==> src/bpi_pkg.sv <==
package bpi_pkg;

  //////////////////////////////////////////////////////////////////////
  // Word and field types
  //////////////////////////////////////////////////////////////////////
  typedef logic [15:0] word_t;       // Command, data or status word
  typedef logic [22:0] addr_t;       // PROM word address
  typedef logic [4:0]  cmd_code_t;   // Header bits 4:0
  typedef logic [1:0]  bus_op_t;
  typedef logic [1:0]  read_mode_t;

  // Host command codes
  localparam cmd_code_t NoOp            = 5'h00;
  localparam cmd_code_t Read_1          = 5'h02;
  localparam cmd_code_t Read_n          = 5'h04;
  localparam cmd_code_t Read_Array      = 5'h05;
  localparam cmd_code_t Read_Status_Reg = 5'h06;
  localparam cmd_code_t Clr_Status_Reg  = 5'h09;
  localparam cmd_code_t Block_Erase     = 5'h0A;
  localparam cmd_code_t Load_Address    = 5'h17;   // Local, takes an offset word
  localparam cmd_code_t Clr_BPI_Status  = 5'h1C;   // Local

  localparam bus_op_t BUS_OP_WRITE = 2'd1;
  localparam bus_op_t BUS_OP_READ  = 2'd2;

  // PROM read modes
  localparam read_mode_t RD_ARRAY = 2'd0;
  localparam read_mode_t RD_SR    = 2'd1;
  localparam read_mode_t RD_ESIG  = 2'd2;
  localparam read_mode_t RD_CFIQ  = 2'd3;

  //////////////////////////////////////////////////////////////////////
  // PROM opcodes and address masks
  //////////////////////////////////////////////////////////////////////
  localparam word_t OPC_READ_ARRAY  = 16'h00FF;
  localparam word_t OPC_READ_SR     = 16'h0070;
  localparam word_t OPC_CLR_SR      = 16'h0050;
  localparam word_t OPC_ERASE_SETUP = 16'h0020;
  localparam word_t OPC_CONFIRM     = 16'h00D0;

  localparam addr_t BANK_MASK         = 23'h780000;
  localparam addr_t PARAM_BLOCK_LIMIT = 23'h7EFFFF;   // 16 KWord blocks above this
  localparam addr_t PARAM_BLOCK_MASK  = 23'h7FC000;
  localparam addr_t MAIN_BLOCK_MASK   = 23'h7F0000;   // 64 KWord blocks

  localparam int         SR_READY_BIT      = 7;
  localparam logic [7:0] SR_ERASE_ERR_MASK = 8'h2A;

  localparam int CMD_FIFO_DEPTH = 64;
  localparam int RBK_FIFO_DEPTH = 64;
  localparam int COUNT_W        = 11;   // Header bits 15:5

endpackage

==> src/bpi_word_fifo.sv <==
`timescale 1ns/100ps

module bpi_word_fifo
  import bpi_pkg::*;
#(
  parameter int DEPTH = CMD_FIFO_DEPTH
)
(
  input  logic               CLK,
  input  logic               local_rst,
  input  logic               wr_en,
  input  word_t              wr_data,
  input  logic               rd_en,
  output word_t              rd_data,
  output logic               empty,
  output logic               full,
  output logic [COUNT_W-1:0] count,
  output logic               wr_overflow
);

  localparam int PTR_W = $clog2(DEPTH);

  word_t            mem [DEPTH];
  logic [PTR_W-1:0] wr_ptr;
  logic [PTR_W-1:0] rd_ptr;
  logic             do_wr;
  logic             do_rd;

  assign do_wr       = wr_en && !full;
  assign do_rd       = rd_en && !empty;
  assign wr_overflow = wr_en && full;             // Word is dropped
  assign empty       = (count == '0);
  assign full        = (count == COUNT_W'(DEPTH));
  assign rd_data     = mem[rd_ptr];               // Head word, show-ahead

  always_ff @(posedge CLK)
  begin
    if (do_wr)
      mem[wr_ptr] <= wr_data;
  end

  always_ff @(posedge CLK or posedge local_rst)
  begin
    if (local_rst)
    begin
      wr_ptr <= '0;
      rd_ptr <= '0;
      count  <= '0;
    end
    else
    begin
      if (do_wr)
        wr_ptr <= (wr_ptr == PTR_W'(DEPTH - 1)) ? '0 : wr_ptr + 1'b1;
      if (do_rd)
        rd_ptr <= (rd_ptr == PTR_W'(DEPTH - 1)) ? '0 : rd_ptr + 1'b1;
      case ({do_wr, do_rd})
        2'b10:   count <= count + 1'b1;
        2'b01:   count <= count - 1'b1;
        default: count <= count;                  // Idle or both at once
      endcase
    end
  end

  // Readers look at empty before popping
  a_no_pop_empty: assert property (@(posedge CLK) disable iff (local_rst)
    rd_en |-> !empty);

endmodule

==> src/bpi_cmd_parser.sv <==
`timescale 1ns/100ps

module bpi_cmd_parser
  import bpi_pkg::*;
(
  input  logic               CLK,
  input  logic               local_rst,
  input  logic               enable_set,
  input  logic               enable_clr,
  input  word_t              fifo_word,
  input  logic               fifo_empty,
  output logic               fifo_pop,
  output logic               op_start,
  output cmd_code_t          op_code,
  output logic [COUNT_W-1:0] op_count,
  output logic               addr_load,
  output addr_t              addr_value,
  input  logic               seq_idle,
  output logic               clr_status
);

  typedef enum logic [2:0] {
    P_IDLE,
    P_HEADER,
    P_EXTRA,
    P_ISSUE,
    P_WAIT
  } parse_state_t;

  parse_state_t       state;
  parse_state_t       next_state;
  logic               enabled;
  cmd_code_t          hdr_code;
  logic [COUNT_W-1:0] hdr_arg;
  logic [COUNT_W-1:0] arg_reg;
  logic               prom_cmd;

  assign hdr_code = fifo_word[4:0];
  assign hdr_arg  = fifo_word[15:5];

  // Codes handed to the sequencer
  always_comb
  begin
    case (hdr_code)
      Read_1, Read_n, Read_Array, Read_Status_Reg, Clr_Status_Reg, Block_Erase:
        prom_cmd = 1'b1;
      default:
        prom_cmd = 1'b0;
    endcase
  end

  always_comb
  begin
    next_state = state;
    case (state)
      P_IDLE:
        if (enabled && !fifo_empty)
          next_state = P_HEADER;
      P_HEADER:
        if (hdr_code == Load_Address)
          next_state = P_EXTRA;
        else if (prom_cmd)
          next_state = P_ISSUE;
        else
          next_state = P_IDLE;                    // Local or unknown code ends here
      P_EXTRA:
        if (addr_load)
          next_state = P_IDLE;
      P_ISSUE:
        if (seq_idle)
          next_state = P_WAIT;
      P_WAIT:
        if (seq_idle)
          next_state = P_IDLE;
      default:
        next_state = P_IDLE;
    endcase
  end

  assign addr_load  = (state == P_EXTRA) && !fifo_empty && seq_idle;
  assign fifo_pop   = (state == P_HEADER) || addr_load;
  assign addr_value = {arg_reg[6:0], fifo_word};  // Base and offset
  assign op_start   = (state == P_ISSUE) && seq_idle;
  assign op_count   = (op_code == Read_n) ? arg_reg : '0;
  assign clr_status = (state == P_HEADER) && (hdr_code == Clr_BPI_Status);

  always_ff @(posedge CLK or posedge local_rst)
  begin
    if (local_rst)
    begin
      state   <= P_IDLE;
      enabled <= 1'b0;
      op_code <= NoOp;
    end
    else
    begin
      state <= next_state;
      if (enable_set)
        enabled <= 1'b1;
      else if (enable_clr)
        enabled <= 1'b0;
      if ((state == P_HEADER) && prom_cmd)
        op_code <= hdr_code;
    end
  end

  always_ff @(posedge CLK)
  begin
    if (state == P_HEADER)
      arg_reg <= hdr_arg;                         // n-1 or base address
  end

  // Sequencer leaves idle right after a start
  a_start_idle: assert property (@(posedge CLK) disable iff (local_rst)
    op_start |=> !seq_idle);

endmodule

==> src/bpi_bus_sequencer.sv <==
`timescale 1ns/100ps

module bpi_bus_sequencer
  import bpi_pkg::*;
(
  input  logic               CLK,
  input  logic               local_rst,
  input  logic               op_start,
  input  cmd_code_t          op_code,
  input  logic [COUNT_W-1:0] op_count,
  input  logic               addr_load,
  input  addr_t              addr_value,
  output logic               seq_idle,
  input  logic               rbk_full,
  input  logic               sr_ready,
  input  logic               bus_busy,
  input  logic               bus_load_data,
  output logic               bus_execute,
  output bus_op_t            bus_op,
  output addr_t              bus_addr,
  output word_t              bus_data_to,
  output logic               rbk_push,
  output cmd_code_t          mode_cmd
);

  typedef enum logic [3:0] {
    S_IDLE,
    S_CMD,
    S_CMD_WAIT,
    S_CONF,
    S_CONF_WAIT,
    S_POLL,
    S_POLL_WAIT,
    S_READ,
    S_READ_WAIT
  } seq_state_t;

  seq_state_t         state;
  cmd_code_t          cur_op;
  logic [COUNT_W-1:0] reads_left;
  addr_t              ptr;          // Base in 22:16 and offset in 15:0
  addr_t              bank_addr;
  addr_t              block_addr;
  logic               issue;

  assign seq_idle   = (state == S_IDLE);
  assign bank_addr  = ptr & BANK_MASK;
  assign block_addr = (ptr > PARAM_BLOCK_LIMIT) ? (ptr & PARAM_BLOCK_MASK)
                                                : (ptr & MAIN_BLOCK_MASK);

  //////////////////////////////////////////////////////////////////////
  // Bus cycle outputs
  //////////////////////////////////////////////////////////////////////
  assign issue = (state == S_CMD) || (state == S_CONF) || (state == S_POLL) ||
                 ((state == S_READ) && !rbk_full);     // Hold reads on full FIFO
  assign bus_execute = issue && !bus_busy;
  assign bus_op = ((state == S_POLL) || (state == S_POLL_WAIT) || (state == S_READ) ||
                   (state == S_READ_WAIT)) ? BUS_OP_READ : BUS_OP_WRITE;
  assign rbk_push = bus_load_data && (state == S_READ_WAIT);
  assign mode_cmd = (seq_idle && op_start) ? op_code : NoOp;

  always_comb
  begin
    case (cur_op)
      Block_Erase:    bus_addr = block_addr;
      Read_1, Read_n: bus_addr = ptr;
      default:        bus_addr = bank_addr;
    endcase
  end

  always_comb
  begin
    if (state == S_CONF)
      bus_data_to = OPC_CONFIRM;
    else
      case (cur_op)
        Read_Array:      bus_data_to = OPC_READ_ARRAY;
        Read_Status_Reg: bus_data_to = OPC_READ_SR;
        Clr_Status_Reg:  bus_data_to = OPC_CLR_SR;
        Block_Erase:     bus_data_to = OPC_ERASE_SETUP;
        default:         bus_data_to = '0;           // Reads
      endcase
  end

  //////////////////////////////////////////////////////////////////////
  // Sequence FSM and address pointer
  //////////////////////////////////////////////////////////////////////
  always_ff @(posedge CLK or posedge local_rst)
  begin
    if (local_rst)
    begin
      state      <= S_IDLE;
      cur_op     <= NoOp;
      reads_left <= '0;
      ptr        <= '0;
    end
    else
    begin
      case (state)
        S_IDLE:
        begin
          if (addr_load)
            ptr <= addr_value;
          if (op_start)
          begin
            cur_op     <= op_code;
            reads_left <= op_count;
            case (op_code)
              Read_1, Read_n:
                state <= S_READ;
              Read_Array, Read_Status_Reg, Clr_Status_Reg, Block_Erase:
                state <= S_CMD;
              default:
                state <= S_IDLE;
            endcase
          end
        end
        S_CMD:
          if (bus_execute)
            state <= S_CMD_WAIT;
        S_CMD_WAIT:
          if (!bus_busy)
            state <= (cur_op == Block_Erase) ? S_CONF : S_IDLE;
        S_CONF:
          if (bus_execute)
            state <= S_CONF_WAIT;
        S_CONF_WAIT:
          if (!bus_busy)
            state <= S_POLL;
        S_POLL:
          if (bus_execute)
            state <= S_POLL_WAIT;
        S_POLL_WAIT:
          if (!bus_busy)
            state <= sr_ready ? S_IDLE : S_POLL;  // Poll until erase done
        S_READ:
          if (bus_execute)
            state <= S_READ_WAIT;
        S_READ_WAIT:
          if (!bus_busy)
          begin
            ptr[15:0] <= ptr[15:0] + 1'b1;
            if (reads_left == '0)
              state <= S_IDLE;
            else
            begin
              reads_left <= reads_left - 1'b1;
              state      <= S_READ;
            end
          end
        default:
          state <= S_IDLE;
      endcase
    end
  end

  // Flash answers every execute with busy
  a_exec_busy: assert property (@(posedge CLK) disable iff (local_rst)
    bus_execute |=> bus_busy);

  a_push_room: assert property (@(posedge CLK) disable iff (local_rst)
    rbk_push |-> !rbk_full);

endmodule

==> src/bpi_status_capture.sv <==
`timescale 1ns/100ps

module bpi_status_capture
  import bpi_pkg::*;
(
  input  logic      CLK,
  input  logic      local_rst,
  input  cmd_code_t mode_cmd,
  input  logic      bus_load_data,
  input  word_t     bus_data_from,
  input  logic      clr_status,
  input  logic      cmd_empty,
  input  logic      cmd_full,
  input  logic      cmd_overflow,
  input  logic      rbk_empty,
  input  logic      rbk_full,
  input  logic      rbk_overflow,
  output logic      sr_ready,
  output word_t     bpi_status
);

  read_mode_t read_mode;
  logic       capture_sr;
  logic [7:0] sr_reg;
  logic       cmd_ovf_sticky;
  logic       rbk_ovf_sticky;

  assign sr_ready   = sr_reg[SR_READY_BIT];
  assign bpi_status = {rbk_empty, rbk_full, 1'b0, rbk_ovf_sticky,
                       cmd_empty, cmd_full, 1'b0, cmd_ovf_sticky, sr_reg};

  always_comb
  begin
    case (read_mode)
      RD_SR:                      capture_sr = 1'b1;
      RD_ARRAY, RD_ESIG, RD_CFIQ: capture_sr = 1'b0;  // Data only to readback
    endcase
  end

  always_ff @(posedge CLK or posedge local_rst)
  begin
    if (local_rst)
    begin
      read_mode      <= RD_ARRAY;
      sr_reg         <= '0;
      cmd_ovf_sticky <= 1'b0;
      rbk_ovf_sticky <= 1'b0;
    end
    else
    begin
      case (mode_cmd)
        Read_Array:                   read_mode <= RD_ARRAY;
        Read_Status_Reg, Block_Erase: read_mode <= RD_SR;
        default:                      read_mode <= read_mode;
      endcase
      if (bus_load_data && capture_sr)
        sr_reg <= bus_data_from[7:0];
      else if (clr_status)
        sr_reg <= sr_reg & ~(SR_ERASE_ERR_MASK | 8'h10);  // Erase and program errors
      cmd_ovf_sticky <= !clr_status && (cmd_ovf_sticky || cmd_overflow);
      rbk_ovf_sticky <= !clr_status && (rbk_ovf_sticky || rbk_overflow);
    end
  end

endmodule

==> src/bpi_ctrl.sv <==
`timescale 1ns/100ps

module bpi_ctrl
  import bpi_pkg::*;
(
  input  logic               CLK,
  input  logic               local_rst,
  // Host side
  input  word_t              cmd_data,
  input  logic               cmd_we,
  input  logic               rbk_re,
  input  logic               parse_enable,
  input  logic               parse_disable,
  output word_t              rbk_data,
  output logic [COUNT_W-1:0] rbk_word_count,
  output word_t              bpi_status,
  // Flash bus
  input  logic               bus_busy,
  input  word_t              bus_data_from,
  input  logic               bus_load_data,
  output bus_op_t            bus_op,
  output addr_t              bus_addr,
  output word_t              bus_data_to,
  output logic               bus_execute
);

  word_t              cmd_word;
  logic               cmd_pop;
  logic               cmd_empty;
  logic               cmd_full;
  logic               cmd_overflow;
  logic               rbk_push;
  logic               rbk_empty;
  logic               rbk_full;
  logic               rbk_overflow;
  logic               op_start;
  cmd_code_t          op_code;
  logic [COUNT_W-1:0] op_count;
  logic               addr_load;
  addr_t              addr_value;
  logic               seq_idle;
  logic               clr_status;
  cmd_code_t          mode_cmd;
  logic               sr_ready;

  bpi_word_fifo #(.DEPTH(CMD_FIFO_DEPTH)) cmd_fifo (
    .CLK(CLK), .local_rst(local_rst), .wr_en(cmd_we), .wr_data(cmd_data),
    .rd_en(cmd_pop), .rd_data(cmd_word), .empty(cmd_empty), .full(cmd_full),
    .count(), .wr_overflow(cmd_overflow)
  );

  bpi_word_fifo #(.DEPTH(RBK_FIFO_DEPTH)) rbk_fifo (
    .CLK(CLK), .local_rst(local_rst), .wr_en(rbk_push), .wr_data(bus_data_from),
    .rd_en(rbk_re), .rd_data(rbk_data), .empty(rbk_empty), .full(rbk_full),
    .count(rbk_word_count), .wr_overflow(rbk_overflow)
  );

  bpi_cmd_parser parser (
    .CLK(CLK), .local_rst(local_rst), .enable_set(parse_enable),
    .enable_clr(parse_disable), .fifo_word(cmd_word), .fifo_empty(cmd_empty),
    .fifo_pop(cmd_pop), .op_start(op_start), .op_code(op_code), .op_count(op_count),
    .addr_load(addr_load), .addr_value(addr_value), .seq_idle(seq_idle),
    .clr_status(clr_status)
  );

  bpi_bus_sequencer sequencer (
    .CLK(CLK), .local_rst(local_rst), .op_start(op_start), .op_code(op_code),
    .op_count(op_count), .addr_load(addr_load), .addr_value(addr_value),
    .seq_idle(seq_idle), .rbk_full(rbk_full), .sr_ready(sr_ready),
    .bus_busy(bus_busy), .bus_load_data(bus_load_data), .bus_execute(bus_execute),
    .bus_op(bus_op), .bus_addr(bus_addr), .bus_data_to(bus_data_to),
    .rbk_push(rbk_push), .mode_cmd(mode_cmd)
  );

  bpi_status_capture status (
    .CLK(CLK), .local_rst(local_rst), .mode_cmd(mode_cmd),
    .bus_load_data(bus_load_data), .bus_data_from(bus_data_from),
    .clr_status(clr_status), .cmd_empty(cmd_empty), .cmd_full(cmd_full),
    .cmd_overflow(cmd_overflow), .rbk_empty(rbk_empty), .rbk_full(rbk_full),
    .rbk_overflow(rbk_overflow), .sr_ready(sr_ready), .bpi_status(bpi_status)
  );

endmodule

==> config.mk <==
export PLATFORM = sky130hd
export DESIGN_NAME = bpi_ctrl
export DESIGN_NICKNAME = d
export VERILOG_FILES = /design/src/bpi_pkg.sv /design/src/bpi_word_fifo.sv /design/src/bpi_cmd_parser.sv /design/src/bpi_bus_sequencer.sv /design/src/bpi_status_capture.sv /design/src/bpi_ctrl.sv
export SDC_FILE = /design/constraint.sdc
export NUM_CORES = 2
export LEC_CHECK = 0
export BUFFER_PORTS_ARGS = -buffer_cell sky130_fd_sc_hd__buf_2
export CORE_UTILIZATION = 27
export DETAILED_ROUTE_END_ITERATION = 7
export GPL_TIMING_DRIVEN = 0
export REMOVE_ABC_BUFFERS = 1
export SYNTH_ARGS = -nofsm -noshare
export SYNTH_HDL_FRONTEND = slang
export SYNTH_SLANG_ARGS = --single-unit
==> constraint.sdc <==
create_clock -name CLK -period 7.6 [get_ports CLK]
set_input_delay 1.9 -clock CLK [delete_from_list [all_inputs] [get_ports CLK]]
set_output_delay 1.9 -clock CLK [all_outputs]
set_load 0.02 [all_outputs]
### Word-level counts from Yosys, hierarchy flattened

Memory sizes are Yosys's and may differ from the RTL's.
Cells that the tools add are included.

* flip-flop bits (word level): 121
* bits in latches: 0
* RAM bits: 2048
* ROM bits: 0
* bits of input ports: 40
* output and inout port bits: 85
* logic and storage cells: 206
* memories kept: 2

* add/subtract/negate cells: 10
* multipliers: 0
* divide/modulo/power cells: 0
* $lt $le $gt $ge: 1
* equality and inequality tests: 63
* shift-type cells: 0
* muxes and demuxes: 52
* bitwise logic cells: 0
* reductions and logical operators: 58

Memories
* cmd_fifo.mem: depth 64, width 16, read ports 1, clocked after memory_dff 0, wr ports 1, RTL line bpi_word_fifo.sv:23 `word_t mem [DEPTH];`
* rbk_fifo.mem: depth 64, width 16, read ports 1, clocked after memory_dff 0, wr ports 1, RTL line bpi_word_fifo.sv:23

Operator list (count)
* 11-bit case mux with 2 select lines: 3
* 16-bit 2-to-1 mux: 4
* 5-bit by 3-bit equality test with 1-bit output (second input constant): 11
* 11-bit 2-to-1 mux: 4
* 19-bit case mux with 2 select lines: 1
* 4-bit 2-to-1 mux: 9
* 4-bit case mux with 9 select lines: 1
* 5-bit by 4-bit equality test with 1-bit output (second input constant): 7
* 11-bit logical NOT: 3
* 11-bit by 1-bit subtractor with 11-bit output (second input constant): 3
* 16-bit case mux with 2 select lines: 1
* 8-bit case mux with 4 select lines: 1
* 6-bit 2-to-1 mux: 5
* 6-bit by 1-bit adder with 6-bit output (second input constant): 4
* 6-bit equality test (second input constant): 4
* 23-bit > comparator (second input constant): 1
* 11-bit by 1-bit adder with 11-bit output (second input constant): 2
* 11-bit by 7-bit equality test with 1-bit output (second input constant): 2
* 3-bit 2-to-1 mux: 7
* 1-bit logical AND: 19
* 2-bit inequality test (second input constant): 9
* 16-bit by 1-bit adder with 16-bit output (second input constant): 1
* 4-bit by 3-bit equality test with 1-bit output (second input constant): 4
* 5-bit by 2-bit equality test with 1-bit output (second input constant): 3
* other kinds (32): 75

### Logic depth before layout (Yosys ltp)

* word-level depth: 8
* mapped depth: 16
* gate-level depth less buffers: 16

### By module

Synthesis repeated with hierarchy kept, for this count alone.

* cell total of the unflattened synthesis: 4301
* area total of the unflattened synthesis: 85662.2 um^2

Modules (own cells, without submodules)
* bpi_word_fifo: instances 2, cells each 1897, area each 40525.1 um^2, sequential area each 31325.0 um^2
* bpi_bus_sequencer: instances 1, cells each 361, area each 2994.1 um^2, sequential area each 1076.0 um^2
* bpi_cmd_parser: instances 1, cells each 96, area each 1074.8 um^2, sequential area each 555.5 um^2
* bpi_status_capture: instances 1, cells each 50, area each 543.0 um^2, sequential area each 275.3 um^2

### Least setup slack after synthesis

No wires, ideal clock.

* path type: register to output
* from: register rbk_fifo.rd_ptr[0]
* to: output port rbk_data[0]
* arrival time: 2.898 ns
* data required time: 5.700 ns
* slack: 2.802 ns
* cell stages (with the launch flop): 7
* path buffers: 3
* cell sequence: dfrtp_1 > clkbuf_1 > clkbuf_1 > buf_1 > mux4_2 > mux4_2 > mux4_2

* longest elaborated chain between the ends: 1

RTL lines
* start, declared: RTL line bpi_word_fifo.sv:25 `logic [PTR_W-1:0] rd_ptr;`
* start signal, assigned: RTL line bpi_word_fifo.sv:55 `rd_ptr <= (rd_ptr == PTR_W'(DEPTH - 1)) ? '0 : rd_ptr + 1'b1;`
* memory 64 x 16 bit
* end, declared: RTL line bpi_ctrl.sv:14 `output word_t rbk_data,`

No other way between the ends.

### Final worst setup path

* from: register rbk_fifo.rd_ptr[0]
* to: output port rbk_data[3]

Same word-level chain as after synthesis.

==> impl_metrics.toml <==
[detailed_routing]
final_antenna_net_count = 0
vias = 40600
first_iter_violations = 3935
viasPerCell = 4.75
drc = 0
drtPass1Iterations = 7
wl_per_cell_um = 24.7
wl_um = 211000

[setup_path]
reg2reg_to = "cmd_fifo.count[10]"
crit_arrival_ns = 4.48
start_kind = "register"
cp_max_fo = 36
r2r_slack_ns = 2.09
required_ns = 5.70
crit_path_end_kind = "output pin"
worstReg2RegStart = "sequencer.state[2]"
path_class = "register to output pin"
r2r_cells = 15

[status]
status = "complete, no violations"

[placed_design]
dp_hpwl_um = 136000
io_buffers = 114
place_area_um2 = 93300
gp_congestion = 0.753
dp_cells = 8143

[cts]
clockBufferDepth = 4
cts_setup_buffers = 0
ctsResizeCount = 0
cts_hold_buf = 0
clkTransAtPathRegs_ns = 0.06
cts_sinks = 2168
cts_tree = "done"
clkLatencyLatePin_ns = 0.90
root_buffer = "clkbuf_16"
cts.htree.levels = 4
cts_made_buffers = 217

[sta]
finalCriticalPeriod_ns = 6.38
clock-skew-final_ns = 0.0831
fin_crit_sh_pct = 84.0
setup_viol = 0
fmax_ghz = 0.157
worst_pin_slew_ns = 1.38
hold_violations = 0
finalMaxSlewViolations = 0
whs_ns = 0.506
slew_headroom_pct = 6.64
rsz0062_at_grt = "false"

[power_and_ir_drop]
p_per_area_nw_per_um2 = 340
p_seq_share_pct = 42.2
vdd_drop_max_uv = 277
p_int_mw = 23.7
power_switching_mw = 10.4
clkPwrFrac_pct = 30.6
p_leak_nw = 31.0
p_comb_share_pct = 27.3
p_sw_share_pct = 30.4

[yosys]
synthArstFlopShare_pct = 5.03
ys_seq_elements = 2168
yosysMostFrequentCell = "edfxtp_1"
netlist_top_cells_area = "edfxtp_1, mux4_2, dfrtp_1, nor2_1, nand2_1"
syn_avg_cell_area_um2 = 21.7
ys_top_cells_by_count = "edfxtp_1, mux4_2, nor2_1"
ys_seq_area_share_pct = 75.7
ys_warn_count = 0
synth_ff_type = "edfxtp_1"
synth_top_area_cell = "edfxtp_1"
netlist_area_um2 = 85300
synth_cell_type_count = 69
yosysTopAreaCellShare_pct = 72.5
synth_edf_count = 2059
syn_inst = 3937

[global_route]
grt_pass1_vias = 41200
antenna_found_initial = 23
overflow = 0
grt_max_degree = 74
grt_usage_pct = 13.0
grt_pass1_wl_um = 301000

[floorplanning]
initial_core_util_pct = 27.1
dieWidth_um = 564
core_um2 = 315000
die-area_um2 = 318000
fp-row-count = 206
io-pin-count = 125
die_h_um = 564

[hold_path]
hp-start = "status.sr_reg[6]"
min_path_type = "register to register"
holdPathEnd = "status.sr_reg[6]"
hold_depth = 1

[cells_and_area]
drive_above_1_share_pct = 31.6
final_area_um2 = 100000
finish.net_count = 4271
largestRegisters = "cmd_fifo.mem (1024), rbk_fifo.mem (1024), sequencer.ptr (23)"
instances_no_fill = 8537
area_growth_pct = 17.4
utilization_pct = 31.8

[flow_run]
maxCapViolCount = 0
area by class of cell:
cell class              instances  area (um^2)
well taps                    4160         5200
clock buffers                 270         5670
flip-flops and latches       2168        64600
fillers                     29600       215000
clock inverters               115         1090
diodes                          8         20.0
repair buffers                267         3490
inverters                      37          146
multi-input cells            1512        19900
logic make-up after synthesis:
| group | after synthesis | synth area share (%) |
|---|---|---|
| flops | 2168 | 75.7 |
| mux | 671 | 17.4 |
| simple gates | 532 | 2.98 |
| buf+inv | 266 | 1.44 |
| compound gates | 239 | 1.76 |
| xor+xnor | 32 | 0.329 |
| fa+ha+maj | 28 | 0.428 |
| other cells | 1 | 0.00440 |
worst max-delay path, cell delays in order (launching register included):
cell and delay (ns):
dfrtp_4 0.92, buf_16 0.35, buf_16 0.30, mux4_2 0.56, mux4_2 0.62, mux4_2 0.55, buf_2 0.20
per-layer routing:
metal  vias up  global-route usage (%)  routed length, um
met1     21900                    16.5              84200
met5         -                       0                 45
met4         8                    3.44               5270
met2      1278                    22.9             109000
met3       302                    2.19              12300
li1      17000                       -                  -
how the worst max path moves through the flow:
stage	startpoint	endpoint	slack (ns)
2_1_floorplan	rbk_fifo.rd_ptr[0]	rbk_data[0]	-5.72
3_3_place_gp	cmd_fifo.rd_ptr[0]	status.sr_reg[1]	-12.19
3_5_place_dp	bus_load_data	rbk_fifo.count[10]	1.81
4_1_cts	rbk_fifo.rd_ptr[0]	rbk_data[2]	1.05
5_1_grt	rbk_fifo.rd_ptr[0]	rbk_data[0]	0.99
6_report	rbk_fifo.rd_ptr[0]	rbk_data[3]	1.22
power by group through the flow:
stage,clock network [mW],logic (mW),registers (mW)
floorplan,0,6.53,15.0
global placement,0,9.00,15.5
detailed placement,0,9.47,14.6
CTS,10.6,9.50,14.4
finish,10.4,9.28,14.4
global route,11.0,9.85,14.4
layout by cell type, fill, tap and decap left out, types with 9 or more instances in the layout:
cell type,count
nor3_1,23
nand4_1,10
inv_6,9
clkbuf_1,50
dfrtp_1,99
nor2_2,128
inv_1,34
clkbuf_16,218
edfxtp_1,2059
xnor2_1,18
a31oi_1,14
nand3_1,35
conb_1,10
bufinv_16,19
mux4_2,647
a211oi_1,9
or3_1,11
buf_8,88
mux2_2,11
nor2b_1,20
xor2_1,14
clkinv_1,47
clkinv_2,28
a22oi_1,12
ha_1,26
and3_1,18
and2_1,21
nor2_1,65
o22ai_1,25
nor4_1,16
mux2i_1,13
o21ai_0,73
nand2_1,128
a21oi_1,41
buf_16,53
buf_2,114
through the flow:
stage / total power [mW] / setup TNS [ns] / worst slack (ns)
2_1_floorplan: 21.6 / -292.68 / -5.72
3_3_place_gp: 24.5 / -972.46 / -12.19
3_5_place_dp: 24.1 / 0 / 1.81
4_1_cts: 34.5 / 0 / 1.05
5_1_grt: 35.3 / 0 / 0.988
6_report: 34.0 / 0 / 1.22
(Power assumes the default switching activity.)
